### src/logic/eio_pkg.sv
/*
 * External I/O bus widths, transfer opcode,
 * and the request and acknowledge structs
 */

package eio_pkg;

	// Bus geometry
	localparam int EIO_ADDR_W = 16;                   // I/O word address
	localparam int EIO_DATA_W = 32;                   // Data word

	// Register, timer and GPIO behind the decoder
	localparam int EIO_SLAVE_COUNT = 3;

	// Transfer direction
	typedef enum logic [0:0]
	{
		EIO_READ  = 1'b0,                             // Slave returns ack_data
		EIO_WRITE = 1'b1                              // Slave takes wr_data
	} eio_op_e;

	// Master to slave
	// The master holds every field steady until it samples ack
	typedef struct packed
	{
		logic                  req;                   // Transfer request level
		logic [EIO_ADDR_W-1:0] addr;                  // Word address
		eio_op_e               op;                    // Read or write
		logic [EIO_DATA_W-1:0] wr_data;               // Used on writes only
	} eio_req_t;

	// Slave to master
	typedef struct packed
	{
		logic                  ack;                   // One-cycle pulse
		logic                  ack_fault;             // Valid with ack
		logic [EIO_DATA_W-1:0] ack_data;              // Valid with ack on reads
	} eio_ack_t;

endpackage

### src/logic/external_register.sv
/*
 * 32-bit read/write scratch register on the external I/O bus
 */

`timescale 1ns/1ps

module external_register (
	input  logic              clk_in,                 // Clock
	input  logic              reset_in,               // Sync reset, active high
	input  eio_pkg::eio_req_t req,                    // Request from decoder
	output eio_pkg::eio_ack_t ack                     // Acknowledge to decoder
);

	typedef enum logic [1:0]
	{
		WAIT_REQ,                                     // Idle until req
		RD_ACK,                                       // Return register
		WR_ACK                                        // Load register
	} ack_state_e;

	ack_state_e                      state;
	ack_state_e                      next_state;
	logic [eio_pkg::EIO_DATA_W-1:0]  register;
	logic                            reg_wr;          // Load strobe in WR_ACK only

	always_ff @(posedge clk_in)
	begin
		if (reset_in)
		begin
			state    <= WAIT_REQ;
			register <= '0;
		end
		else
		begin
			state <= next_state;
			if (reg_wr)
				register <= req.wr_data;              // Write lands at end of ack cycle
		end
	end

	always_comb
	begin
		ack        = '0;                              // ack_fault never set here
		reg_wr     = 1'b0;
		next_state = state;
		case (state)
			WAIT_REQ:
			begin
				if (req.req)
					next_state = (req.op == eio_pkg::EIO_WRITE) ? WR_ACK : RD_ACK;
			end
			RD_ACK:
			begin
				ack.ack      = 1'b1;
				ack.ack_data = register;
				next_state   = WAIT_REQ;
			end
			WR_ACK:
			begin
				ack.ack    = 1'b1;
				reg_wr     = 1'b1;
				next_state = WAIT_REQ;
			end
			default: next_state = WAIT_REQ;          // Recover from illegal encoding
		endcase
	end

endmodule

### src/logic/io_bus_decoder.sv
/*
 * External I/O address decoder: request routing, acknowledge merge,
 * and fault response for unmapped addresses
 */

`timescale 1ns/1ps

module io_bus_decoder #(
	parameter logic [eio_pkg::EIO_ADDR_W-1:0] REG_BASE   = 16'h0100,
	parameter logic [eio_pkg::EIO_ADDR_W-1:0] TIMER_BASE = 16'h0200,
	parameter logic [eio_pkg::EIO_ADDR_W-1:0] GPIO_BASE  = 16'h0300
) (
	input  logic              clk_in,                 // Clock
	input  logic              reset_in,               // Sync reset, active high
	input  eio_pkg::eio_req_t bus_req,                // From master
	output eio_pkg::eio_ack_t bus_ack,                // To master
	output eio_pkg::eio_req_t slave_req [eio_pkg::EIO_SLAVE_COUNT],
	input  eio_pkg::eio_ack_t slave_ack [eio_pkg::EIO_SLAVE_COUNT]
);

	localparam int AW = eio_pkg::EIO_ADDR_W;
	localparam int NS = eio_pkg::EIO_SLAVE_COUNT;

	// Slot 0 register, slot 1 timer, slot 2 GPIO
	localparam logic [AW-1:0] BASE [NS] = '{REG_BASE, TIMER_BASE, GPIO_BASE};
	localparam logic [AW-1:0] SPAN [NS] = '{AW'(1), AW'(4), AW'(2)};   // Window sizes in words

	typedef enum logic
	{
		FLT_IDLE,                                     // No fault pending
		FLT_ACK                                       // Answering an unmapped access
	} flt_state_e;

	flt_state_e       flt_state;
	flt_state_e       flt_next;
	logic [NS-1:0]    sel;                            // One-hot window match
	logic             unmapped;

	// Window match per slave
	always_comb
	begin
		for (int i = 0; i < NS; i++)
			sel[i] = (bus_req.addr >= BASE[i]) && ((bus_req.addr - BASE[i]) < SPAN[i]);
	end

	assign unmapped = bus_req.req && (sel == '0);

	// Request fans out and req goes only to the hit slave
	always_comb
	begin
		for (int i = 0; i < NS; i++)
		begin
			slave_req[i]     = bus_req;
			slave_req[i].req = bus_req.req & sel[i];
		end
	end

	always_ff @(posedge clk_in)
	begin
		if (reset_in)
			flt_state <= FLT_IDLE;
		else
			flt_state <= flt_next;
	end

	always_comb
	begin
		flt_next = FLT_IDLE;
		if (flt_state == FLT_IDLE && unmapped)
			flt_next = FLT_ACK;                       // Fault ack one cycle after req
	end

	// At most one source acks in any cycle
	always_comb
	begin
		bus_ack = '0;
		if (flt_state == FLT_ACK)
		begin
			bus_ack.ack       = 1'b1;
			bus_ack.ack_fault = 1'b1;                 // Data stays zero
		end
		for (int i = 0; i < NS; i++)
		begin
			if (slave_ack[i].ack)
				bus_ack = slave_ack[i];
		end
	end

endmodule

### src/logic/io_gpio_port.sv
/*
 * GPIO slave: output register and two-stage input synchronizer
 */

`timescale 1ns/1ps

module io_gpio_port (
	input  logic              clk_in,                 // Clock
	input  logic              reset_in,               // Sync reset, active high
	input  eio_pkg::eio_req_t req,                    // Request from decoder
	output eio_pkg::eio_ack_t ack,                    // Acknowledge to decoder
	input  logic [7:0]        gpio_in,                // Asynchronous pins
	output logic [7:0]        gpio_out                // Driven pins
);

	localparam int DW = eio_pkg::EIO_DATA_W;

	localparam logic OFS_OUT = 1'b0;                  // Read/write
	localparam logic OFS_IN  = 1'b1;                  // Read only

	typedef enum logic [1:0]
	{
		WAIT_REQ,
		RD_ACK,
		WR_ACK
	} ack_state_e;

	ack_state_e  state;
	ack_state_e  next_state;
	logic [7:0]  out_reg;
	logic [7:0]  in_meta;                             // First sync stage
	logic [7:0]  in_sync;                             // Safe to read
	logic        out_wr;

	assign gpio_out = out_reg;

	always_ff @(posedge clk_in)
	begin
		if (reset_in)
		begin
			state   <= WAIT_REQ;
			out_reg <= '0;
			in_meta <= '0;
			in_sync <= '0;
		end
		else
		begin
			state   <= next_state;
			in_meta <= gpio_in;
			in_sync <= in_meta;
			if (out_wr)
				out_reg <= req.wr_data[7:0];
		end
	end

	always_comb
	begin
		ack        = '0;
		out_wr     = 1'b0;
		next_state = state;
		case (state)
			WAIT_REQ:
			begin
				if (req.req)
					next_state = (req.op == eio_pkg::EIO_WRITE) ? WR_ACK : RD_ACK;
			end
			RD_ACK:
			begin
				ack.ack      = 1'b1;
				ack.ack_data = (req.addr[0] == OFS_IN) ? DW'(in_sync) : DW'(out_reg);
				next_state   = WAIT_REQ;
			end
			WR_ACK:
			begin
				ack.ack    = 1'b1;
				out_wr     = (req.addr[0] == OFS_OUT);   // IN write is acked and dropped
				next_state = WAIT_REQ;
			end
			default: next_state = WAIT_REQ;
		endcase
	end

endmodule

### src/logic/io_interval_timer.sv
/*
 * Interval timer slave: prescaled counter, compare match,
 * sticky expired flag and interrupt level
 */

`timescale 1ns/1ps

module io_interval_timer #(
	parameter int PRESCALE = 4                        // Clocks per count step
) (
	input  logic              clk_in,                 // Clock
	input  logic              reset_in,               // Sync reset, active high
	input  eio_pkg::eio_req_t req,                    // Request from decoder
	output eio_pkg::eio_ack_t ack,                    // Acknowledge to decoder
	output logic              irq_out                 // Interrupt level
);

	localparam int DW   = eio_pkg::EIO_DATA_W;
	localparam int PS_W = $clog2(PRESCALE + 1);
	localparam logic [PS_W-1:0] PS_LAST = PS_W'(PRESCALE - 1);

	// Word offsets from the timer base
	localparam logic [1:0] OFS_CTRL    = 2'd0;        // Bit 0 enable
	localparam logic [1:0] OFS_COUNT   = 2'd1;
	localparam logic [1:0] OFS_COMPARE = 2'd2;
	localparam logic [1:0] OFS_STATUS  = 2'd3;        // Bit 0 expired and write 1 clears

	typedef enum logic [1:0]
	{
		WAIT_REQ,
		RD_ACK,
		WR_ACK
	} ack_state_e;

	ack_state_e       state;
	ack_state_e       next_state;
	logic             timer_en;
	logic [PS_W-1:0]  ps_cnt;                         // Prescale divider
	logic [DW-1:0]    count;
	logic [DW-1:0]    count_inc;
	logic [DW-1:0]    compare;
	logic             expired;
	logic             tick;                           // Count step this cycle
	logic             wr_en;
	logic [1:0]       ofs;

	assign ofs       = req.addr[1:0];
	assign tick      = timer_en && (ps_cnt == PS_LAST);
	assign count_inc = count + 1'b1;
	assign irq_out   = expired;                       // Straight from a flop

	always_ff @(posedge clk_in)
	begin
		if (reset_in)
		begin
			state    <= WAIT_REQ;
			timer_en <= 1'b0;
			ps_cnt   <= '0;
			count    <= '0;
			compare  <= '0;
			expired  <= 1'b0;
		end
		else
		begin
			state <= next_state;
			if (timer_en)
				ps_cnt <= tick ? '0 : ps_cnt + 1'b1;
			if (wr_en && ofs == OFS_CTRL)
				timer_en <= req.wr_data[0];
			if (wr_en && ofs == OFS_COMPARE)
				compare <= req.wr_data;
			if (wr_en && ofs == OFS_COUNT)
				count <= req.wr_data;                 // Load beats the step
			else if (tick)
				count <= count_inc;
			// Set only on the step that reaches COMPARE so a clear sticks
			if (wr_en && ofs == OFS_STATUS && req.wr_data[0])
				expired <= 1'b0;
			else if (tick && compare != '0 && count_inc == compare)
				expired <= 1'b1;
		end
	end

	always_comb
	begin
		ack        = '0;
		wr_en      = 1'b0;
		next_state = state;
		case (state)
			WAIT_REQ:
			begin
				if (req.req)
					next_state = (req.op == eio_pkg::EIO_WRITE) ? WR_ACK : RD_ACK;
			end
			RD_ACK:
			begin
				ack.ack    = 1'b1;
				next_state = WAIT_REQ;
				case (ofs)
					OFS_CTRL:    ack.ack_data = DW'(timer_en);
					OFS_COUNT:   ack.ack_data = count;
					OFS_COMPARE: ack.ack_data = compare;
					default:     ack.ack_data = DW'(expired);
				endcase
			end
			WR_ACK:
			begin
				ack.ack    = 1'b1;
				wr_en      = 1'b1;
				next_state = WAIT_REQ;
			end
			default: next_state = WAIT_REQ;
		endcase
	end

endmodule

### src/logic/io_subsystem.sv
/*
 * External I/O subsystem top: decoder, scratch register,
 * interval timer and GPIO port
 */

`timescale 1ns/1ps

module io_subsystem #(
	parameter logic [eio_pkg::EIO_ADDR_W-1:0] REG_BASE   = 16'h0100,
	parameter logic [eio_pkg::EIO_ADDR_W-1:0] TIMER_BASE = 16'h0200,
	parameter logic [eio_pkg::EIO_ADDR_W-1:0] GPIO_BASE  = 16'h0300,
	parameter int                             PRESCALE   = 4
) (
	input  logic              clk_in,                 // Clock
	input  logic              reset_in,               // Sync reset, active high
	input  eio_pkg::eio_req_t bus_req,                // From CPU-side master
	output eio_pkg::eio_ack_t bus_ack,                // To CPU-side master
	input  logic [7:0]        gpio_in,
	output logic [7:0]        gpio_out,
	output logic              irq_out                 // Timer interrupt
);

	eio_pkg::eio_req_t slave_req [eio_pkg::EIO_SLAVE_COUNT];
	eio_pkg::eio_ack_t slave_ack [eio_pkg::EIO_SLAVE_COUNT];

	io_bus_decoder #(
		.REG_BASE   (REG_BASE),
		.TIMER_BASE (TIMER_BASE),
		.GPIO_BASE  (GPIO_BASE)
	) u_decoder (
		.clk_in    (clk_in),
		.reset_in  (reset_in),
		.bus_req   (bus_req),
		.bus_ack   (bus_ack),
		.slave_req (slave_req),
		.slave_ack (slave_ack)
	);

	external_register u_ext_reg (                     // Slot 0
		.clk_in   (clk_in),
		.reset_in (reset_in),
		.req      (slave_req[0]),
		.ack      (slave_ack[0])
	);

	io_interval_timer #(
		.PRESCALE (PRESCALE)
	) u_timer (                                       // Slot 1
		.clk_in   (clk_in),
		.reset_in (reset_in),
		.req      (slave_req[1]),
		.ack      (slave_ack[1]),
		.irq_out  (irq_out)
	);

	io_gpio_port u_gpio (                             // Slot 2
		.clk_in   (clk_in),
		.reset_in (reset_in),
		.req      (slave_req[2]),
		.ack      (slave_ack[2]),
		.gpio_in  (gpio_in),
		.gpio_out (gpio_out)
	);

endmodule
### config.mk
export PLATFORM = sky130hd
export DESIGN_NAME = io_subsystem
export DESIGN_NICKNAME = d
export VERILOG_FILES = /design/src/logic/eio_pkg.sv /design/src/logic/external_register.sv /design/src/logic/io_bus_decoder.sv /design/src/logic/io_gpio_port.sv /design/src/logic/io_interval_timer.sv /design/src/logic/io_subsystem.sv
export SDC_FILE = /design/constraint.sdc
export NUM_CORES = 1
export LEC_CHECK = 0
export BUFFER_PORTS_ARGS = -buffer_cell sky130_fd_sc_hd__buf_4
export CORE_UTILIZATION = 58
export DETAILED_ROUTE_END_ITERATION = 8
export HOLD_SLACK_MARGIN = 0.02
export PLACE_DENSITY = 0.8
export SKIP_LAST_GASP = 1
export SLEW_MARGIN = 10
export SYNTH_ARGS = -nofsm -noshare
export SYNTH_HDL_FRONTEND = slang
export SYNTH_SLANG_ARGS = --single-unit
### constraint.sdc
create_clock -name clk_in -period 2.7 [get_ports clk_in]
set_input_delay 0.135 -clock clk_in [delete_from_list [all_inputs] [get_ports clk_in]]
set_output_delay 0.135 -clock clk_in [all_outputs]
set_load 0.03 [all_outputs]
==> out/results.ini, run 1 <==
[outcome]
run_status = completed

[yosys]
synth.top_cell.area_share_pct = 34.7
post_synth_inst_count = 952
syn-mean-instance-area_um2 = 8.01
syn_area_um2 = 7620
ys_async_sr_fraction_pct = 0
synthesized_flop_and_latch_total = 132
post_synth_main_area_contributors = dfxtp_1 (35%), nor2_1 (7.6%), mux2i_1 (7.1%), xnor2_1 (5.1%), a21oi_1 (4.7%)
synth_sequential_area_ratio_pct = 34.7
synth_largest_area_cell = dfxtp_1
synthFlopType = dfxtp_1
mappedNetlistNets = 1026
post_synth_num_cell_types = 65
synthesis.yosys.warnings = 0
synth_edf_count = 0

[placement]
preCtsSetupSlack_ps = 159
gp_congestion = 0.981
port_buffers = 102
detailed_placement_wirelength_estimate_um = 14800

[sta]
fmaxAchievable_ghz = 0.398
final_max_slew_viol_count = 0
final.setup.tns_ps = 0
unrepaired_setup_endpoints_after_global_routing = no
timing.final.crit_share_pct = 93.2
timing.clock.skew_ps = 9.65
setup_ws_ps = 185
setup_viol = 0
worst_hold_slack_ps = 74.6
report.final.hold_viol_count = 0
maxSlewHeadroom_pct = 51.7
final_period_minus_worst_setup_slack_ps = 2520
worst_pin_slew_ps = 725

[global_route]
grt_pass1_wl_um = 35100
grt_antenna_before_repair = 0
groute.usage.overall_pct = 33.3
grt_max_degree = 71
gr-total-overflow = 0
first_global_vias = 7158

[drt]
detail_route.wl_per_cell_um = 17.2
drcViolationCount = 0
drt_wl_total_um = 21800
detailroute.via_count = 7462
post_drt_via_cell_ratio = 5.90
detailedRoute.firstIterationViolations = 703
drt-pass1-iter-count = 5
ant_nets = 0

[final_layout]
num-nets-final = 1153
antenna_cells_inserted = 0
drive_above_1_share_pct = 18.5
synthesis_to_finish_area_growth_pct = 25.1
layout.core_utilization_pct = 75.0

[min_path]
timing.hold.worst_endpoint = u_timer.irq_out
min_delay_path_depth = 4
min-delay-path-class = primary input to register
min_from = reset_in

[die]
std_cell_rows = 41
die_y_um = 117
placeableCoreArea_um2 = 12700
design.die.area_um2 = 13600
pin_count = 103
initial_core_util_pct = 59.9
die_width_um = 117

[clock_tree]
tritoncts_sink_count = 132
cts_tree = done
cts-root-buf = clkbuf_16
maximum_clock_path_buffer_count = 2
htree_num_levels = 4
clk_pin_slew_worst_paths_ps = 60
clk_latency_ps = 420
tritoncts.num_buffers = 17

[worst_setup_path]
ff2ff_path_depth = 7
timing.reg2reg.setup_slack_ps = 180
worstSetupStartpoint = u_timer.count[10]
cp_max_fo = 6
timing_worst_setup_path_type = register to register
critPathRequiredTime_ps = 3040
setup.worst_path.end_class = register
destination_of_the_worst_register_to_register_timing_path = u_timer.irq_out
critPathLaunchType = register
crit-reg2reg-launch = u_timer.count[10]
cp.arrival_ps = 2860

[power]
irDropWorstVdd_mv = 0.501
power.leakage_uw = 0.00356
pwr_density_cell_nw_per_um2 = 456

[run]
count_of_max_cap_constraint_violations = 0

[how the worst max path moves through the flow]
stage                            to  slack [ps]  cells past startpoint
global route        u_timer.irq_out          10                      7
floorplan           u_timer.irq_out         320                      8
CTS                 u_timer.irq_out         150                      7
finish              u_timer.irq_out         180                      7
detailed placement  u_timer.irq_out         160                      7
global placement    u_timer.irq_out         240                      8
[repair_timing]
| item | in CTS | in global routing |
|---|---|---|
| setup endpoints to repair | 0 | 2 |
| buffers inserted | 0 | 4 |
| hold buffers | 42 | 0 |
| gates resized for setup | 0 | 2 |
| endpoints found under the hold margin | 82 | 0 |
[synth_stat cells (all sizes together) (3+ instances only)]
cell type and n:
a22oi 31, nand2b 5, and2 5, xor2 23, and3 3, a21oi 72, or3 15, o22ai 8
clkbuf 62, nor2b 21, nor4 19, mux2i 54, buf 17, ha 14, nor4b 3, o31ai 3
a311oi 16, nand2 96, inv 17, xnor2 44, nand3 20, a211oi 23, o21ai 19, dfxtp 132
nand4 29, nor2 154, or4 5, nor3 14
[cell usage in the layout, fill, tap and decap left out, types with 26 or more instances in the layout]
cell type and instances:
buf_4 144, xnor2_1 44, nand4_1 26, a21oi_1 72, nor2_1 154, dfxtp_1 131
mux2i_1 54, nand2_1 93, dlygate4sd3_1 42, a22oi_1 31
[critical path: stages (launching register included)]
cell and delay [ps]:
dfxtp_1 460, nand4_2 210, or4_1 550, nand3b_1 260
xnor2_1 170, a2111oi_0 370, nand4_1 170, o31ai_2 250
[through the flow]
step	power, µW	std cells	cell area (µm²)
finish	4350	1264	9540
floorplan	2090	952	7620
CTS	4350	1260	9500
global route	4460	1264	9540
global placement	2200	1186	8540
detailed placement	2210	1186	8540
[cell families after synthesis]
family / Yosys count / synth area share [%]
multiplexers: 55 / 7.39
AO/OA/AOI/OAI: 189 / 16.1
AND/OR/NAND/NOR: 399 / 26.1
buffers and inverters: 96 / 5.79
adder cells (fa/ha/maj): 14 / 2.30
XOR/XNOR: 67 / 7.70
flip-flops: 132 / 34.7
[cell type report]
cell class / count / area [µm²]
well taps: 172 / 215
repair buffers: 187 / 1520
clock inverters: 15 / 118
clock buffers: 17 / 425
flip-flops and latches: 132 / 2640
inverters: 17 / 63.8
multi-input cells: 724 / 4550
fillers: 965 / 3180
[power breakdown]
| group | switching, µW | total [µW] | internal [µW] |
|---|---|---|---|
| Sequential | 2.80 | 1960 | 1960 |
| Clock | 880 | 2130 | 1250 |
| Combinational | 129 | 257 | 128 |
[sequential cells by signal (all words and copies together) (netlist names)]
| signal | flops |
|---|---|
| u_ext_reg.register | 32 |
| u_timer.compare | 32 |
| u_timer.count | 32 |
| u_gpio.gpio_out | 8 |
| u_gpio.in_meta | 8 |
| u_gpio.in_sync | 8 |
| u_timer.ps_cnt | 3 |
| u_ext_reg.state | 2 |
| u_gpio.state | 2 |
| u_timer.state | 2 |
| u_decoder.flt_state | 1 |
| u_timer.irq_out | 1 |
| u_timer.timer_en | 1 |
[routing by layer]
metal	up-vias	track usage, %	routed length [µm]
met5	-	0	0
met4	0	10.8	384
met3	40	6.54	1230
met2	253	55.7	10400
met1	3565	43.0	9730
li1	3604	-	-
Note: power is estimated with default switching activity, not from simulation.
==> run 2, diff against run 1 <==
Settings changed: CORE_ASPECT_RATIO from default to 2.
==> out/results.ini, run 2 (synthesis results as in run 1) <==
[worst_setup_path]
setup.worst_path.end_class = register  ; unchanged
critPathLaunchType = register  ; unchanged
timing.reg2reg.setup_slack_ps = 110  ; was 180 ps
destination_of_the_worst_register_to_register_timing_path = u_timer.count[28]  ; was u_timer.irq_out
ff2ff_path_depth = 7  ; unchanged
cp.arrival_ps = 2910  ; was 2860 ps
crit-reg2reg-launch = u_timer.count[1]  ; was u_timer.count[10]
critPathRequiredTime_ps = 3020  ; was 3040 ps
cp_max_fo = 7  ; was 6
worst_setup_path_endpoint = u_timer.count[28]  ; was u_timer.irq_out
worstSetupStartpoint = u_timer.count[1]  ; was u_timer.count[10]
timing_worst_setup_path_type = register to register  ; unchanged

[placement]
detailed_placement_wirelength_estimate_um = 16200  ; was 14800 µm
dpl-instance-area_um2 = 8480  ; was 8540 µm²
gp_congestion = 1.02  ; was 0.981
place_inst = 1160  ; was 1186
port_buffers = 102  ; unchanged

[drt]
post_drt_via_cell_ratio = 6.18  ; was 5.90
detailroute.via_count = 7631  ; was 7462
detail_route.wl_per_cell_um = 18.9  ; was 17.2 µm
drt-pass1-iter-count = 5  ; unchanged
detailedRoute.firstIterationViolations = 581  ; was 703
drcViolationCount = 0  ; unchanged
drt_wl_total_um = 23400  ; was 21800 µm
ant_nets = 0  ; unchanged

[power]
pwr_density_cell_nw_per_um2 = 481  ; was 456 nW/µm²
p_seq_share_pct = 42.9  ; was 45.1%
power.leakage_uw = 0.00354  ; was 0.00356 µW
power_uw = 4580  ; was 4350 µW
internal-power_uw = 3470  ; was 3340 µW
net-switching-power_uw = 1100  ; was 1010 µW
clock_power_share_pct = 51.4  ; was 49.0%
power.switching_fraction_pct = 24.1  ; was 23.2%
combPwrFrac_pct = 5.7  ; was 5.9%
irDropWorstVdd_mv = 0.452  ; was 0.501 mV

[final_layout]
seq_area_um2 = 2640  ; about the same
largest_registers_in_the_final_layout = u_ext_reg.register x32, u_timer.compare x32, u_timer.count x32  ; unchanged
synthesis_to_finish_area_growth_pct = 24.7  ; was 25.1%
antenna_cells_inserted = 0  ; unchanged
nFillCells = 946  ; was 965
layout_commonest_cell = nor2_1  ; unchanged
final_area_um2 = 9510  ; was 9540 µm²
num-nets-final = 1145  ; was 1153
final_cells = 1234  ; was 1264
layout.core_utilization_pct = 74.9  ; was 75.0%
drive_above_1_share_pct = 17.8  ; was 18.5%
multi_input_area_um2 = 4550  ; about the same
layout.cells.most_common_list = nor2_1 (154), buf_4 (136), dfxtp_1 (132), nand2_1 (93), a21oi_1 (72)  ; was nor2_1 (154), buf_4 (144), dfxtp_1 (131), nand2_1 (93), a21oi_1 (72)

[outcome]
run_status = completed  ; unchanged

[die]
die_y_um = 164  ; was 117 µm
initial_core_util_pct = 60.0  ; was 59.9%
pin_count = 103  ; unchanged
die_width_um = 83.1  ; was 117 µm
placeableCoreArea_um2 = 12700  ; about the same
std_cell_rows = 58  ; was 41
design.die.area_um2 = 13600  ; about the same

[clock_tree]
tritoncts_sink_count = 132  ; unchanged
clk_pin_slew_worst_paths_ps = 60  ; about the same
clk_latency_ps = 420  ; about the same
cts_tree = done  ; unchanged
htree_num_levels = 4  ; unchanged
cts_setup_buffers = 0  ; unchanged
maximum_clock_path_buffer_count = 2  ; unchanged
cts-root-buf = clkbuf_16  ; unchanged
tritoncts.num_buffers = 17  ; unchanged

[sta]
timing.final.crit_share_pct = 96.0  ; was 93.2%
fmaxAchievable_ghz = 0.386  ; was 0.398 GHz
timing.clock.skew_ps = 11.3  ; was 9.65 ps
setup_viol = 0  ; unchanged
final_period_minus_worst_setup_slack_ps = 2590  ; was 2520 ps
final_max_slew_viol_count = 0  ; unchanged
report.final.hold_viol_count = 0  ; unchanged
maxSlewHeadroom_pct = 53.3  ; was 51.7%
worst_pin_slew_ps = 701  ; was 725 ps

[global_route]
groute.usage.overall_pct = 34.4  ; was 33.3%
grt_max_degree = 69  ; was 71
grt_pass1_wl_um = 37400  ; was 35100 µm
grt_antenna_before_repair = 0  ; unchanged
first_global_vias = 7655  ; was 7158
gr-total-overflow = 0  ; unchanged

[run]
count_of_max_cap_constraint_violations = 0  ; unchanged

[min_path]
min-delay-path-class = primary input to register  ; unchanged
min_from = reset_in  ; unchanged

run 2: cell types whose count changed in the layout (fill, tap and decap cells not counted), sizes merged:
| cell | previous run | this run |
|---|---|---|
| inv | 17 | 23 |
| clkinvlp | 4 | 2 |
| clkinv | 10 | 5 |
| buf | 145 | 137 |
| bufinv | 1 | 2 |
run 2: critical path, cell delays in order, from the launching register on:
cell and delay, ps:
dfxtp_1 450, ha_1 300, nand3_2 110, or4_4 560, nor3_4 240, nand2_2 160
or3_1 360, a311oi_1 310
run 2: how the worst min path moves through the flow:
stage	cells past startpoint	slack, ps	end
detailed placement	2	360	u_gpio.in_meta[5]
CTS	4	60	u_timer.irq_out
floorplan	2	250	u_decoder.flt_state
global route	4	80	u_timer.irq_out
finish	4	50	u_timer.irq_out
global placement	2	350	u_gpio.in_meta[7]
run 2: routing by layer:
| layer | vias up | wire (µm) | GRT usage (%) |
|---|---|---|---|
| met2 | 286 | 12800 | 66.2 |
| met5 | - | 0 | 0 |
| met3 | 85 | 1040 | 4.72 |
| met1 | 3673 | 8420 | 34.6 |
| met4 | 0 | 1100 | 20.5 |
| li1 | 3587 | - | - |
run 2: layout make-up:
class | instances | share of cell area, %
multi-input cells | 724 | 47.9
inverters | 17 | 0.671
repair buffers | 179 | 15.4
clock buffers | 17 | 4.47
clock inverters | 15 | 1.82
well taps | 150 | 1.97
flip-flops and latches | 132 | 27.8
run 2: power by group through the flow:
stage	Sequential, µW	Combinational [µW]	Clock [µW]
floorplan	2000	87.8	0
global placement	2010	204	0
detailed placement	2010	206	0
CTS	1960	256	2360
global route	1960	277	2450
finish	1960	260	2350
run 2: stage by stage:
step / setup TNS (ps) / worst slack (ps) / hold slack, ps
final: 0 / 107 / 54.8
after global routing: -3.62 / -3.62 / 84.3
after CTS: 0 / 122 / 56.8
after detailed placement: 0 / 220 / 356
after global placement: 0 / 239 / 346
after floorplan: 0 / 321 / 254
run 2: what timing repair did:
item                                    CTS  global route
endpoints found under the setup margin    0             1
hold buffers                             42             0
gates resized for setup                   0             1
hold endpoints to repair                 79             0
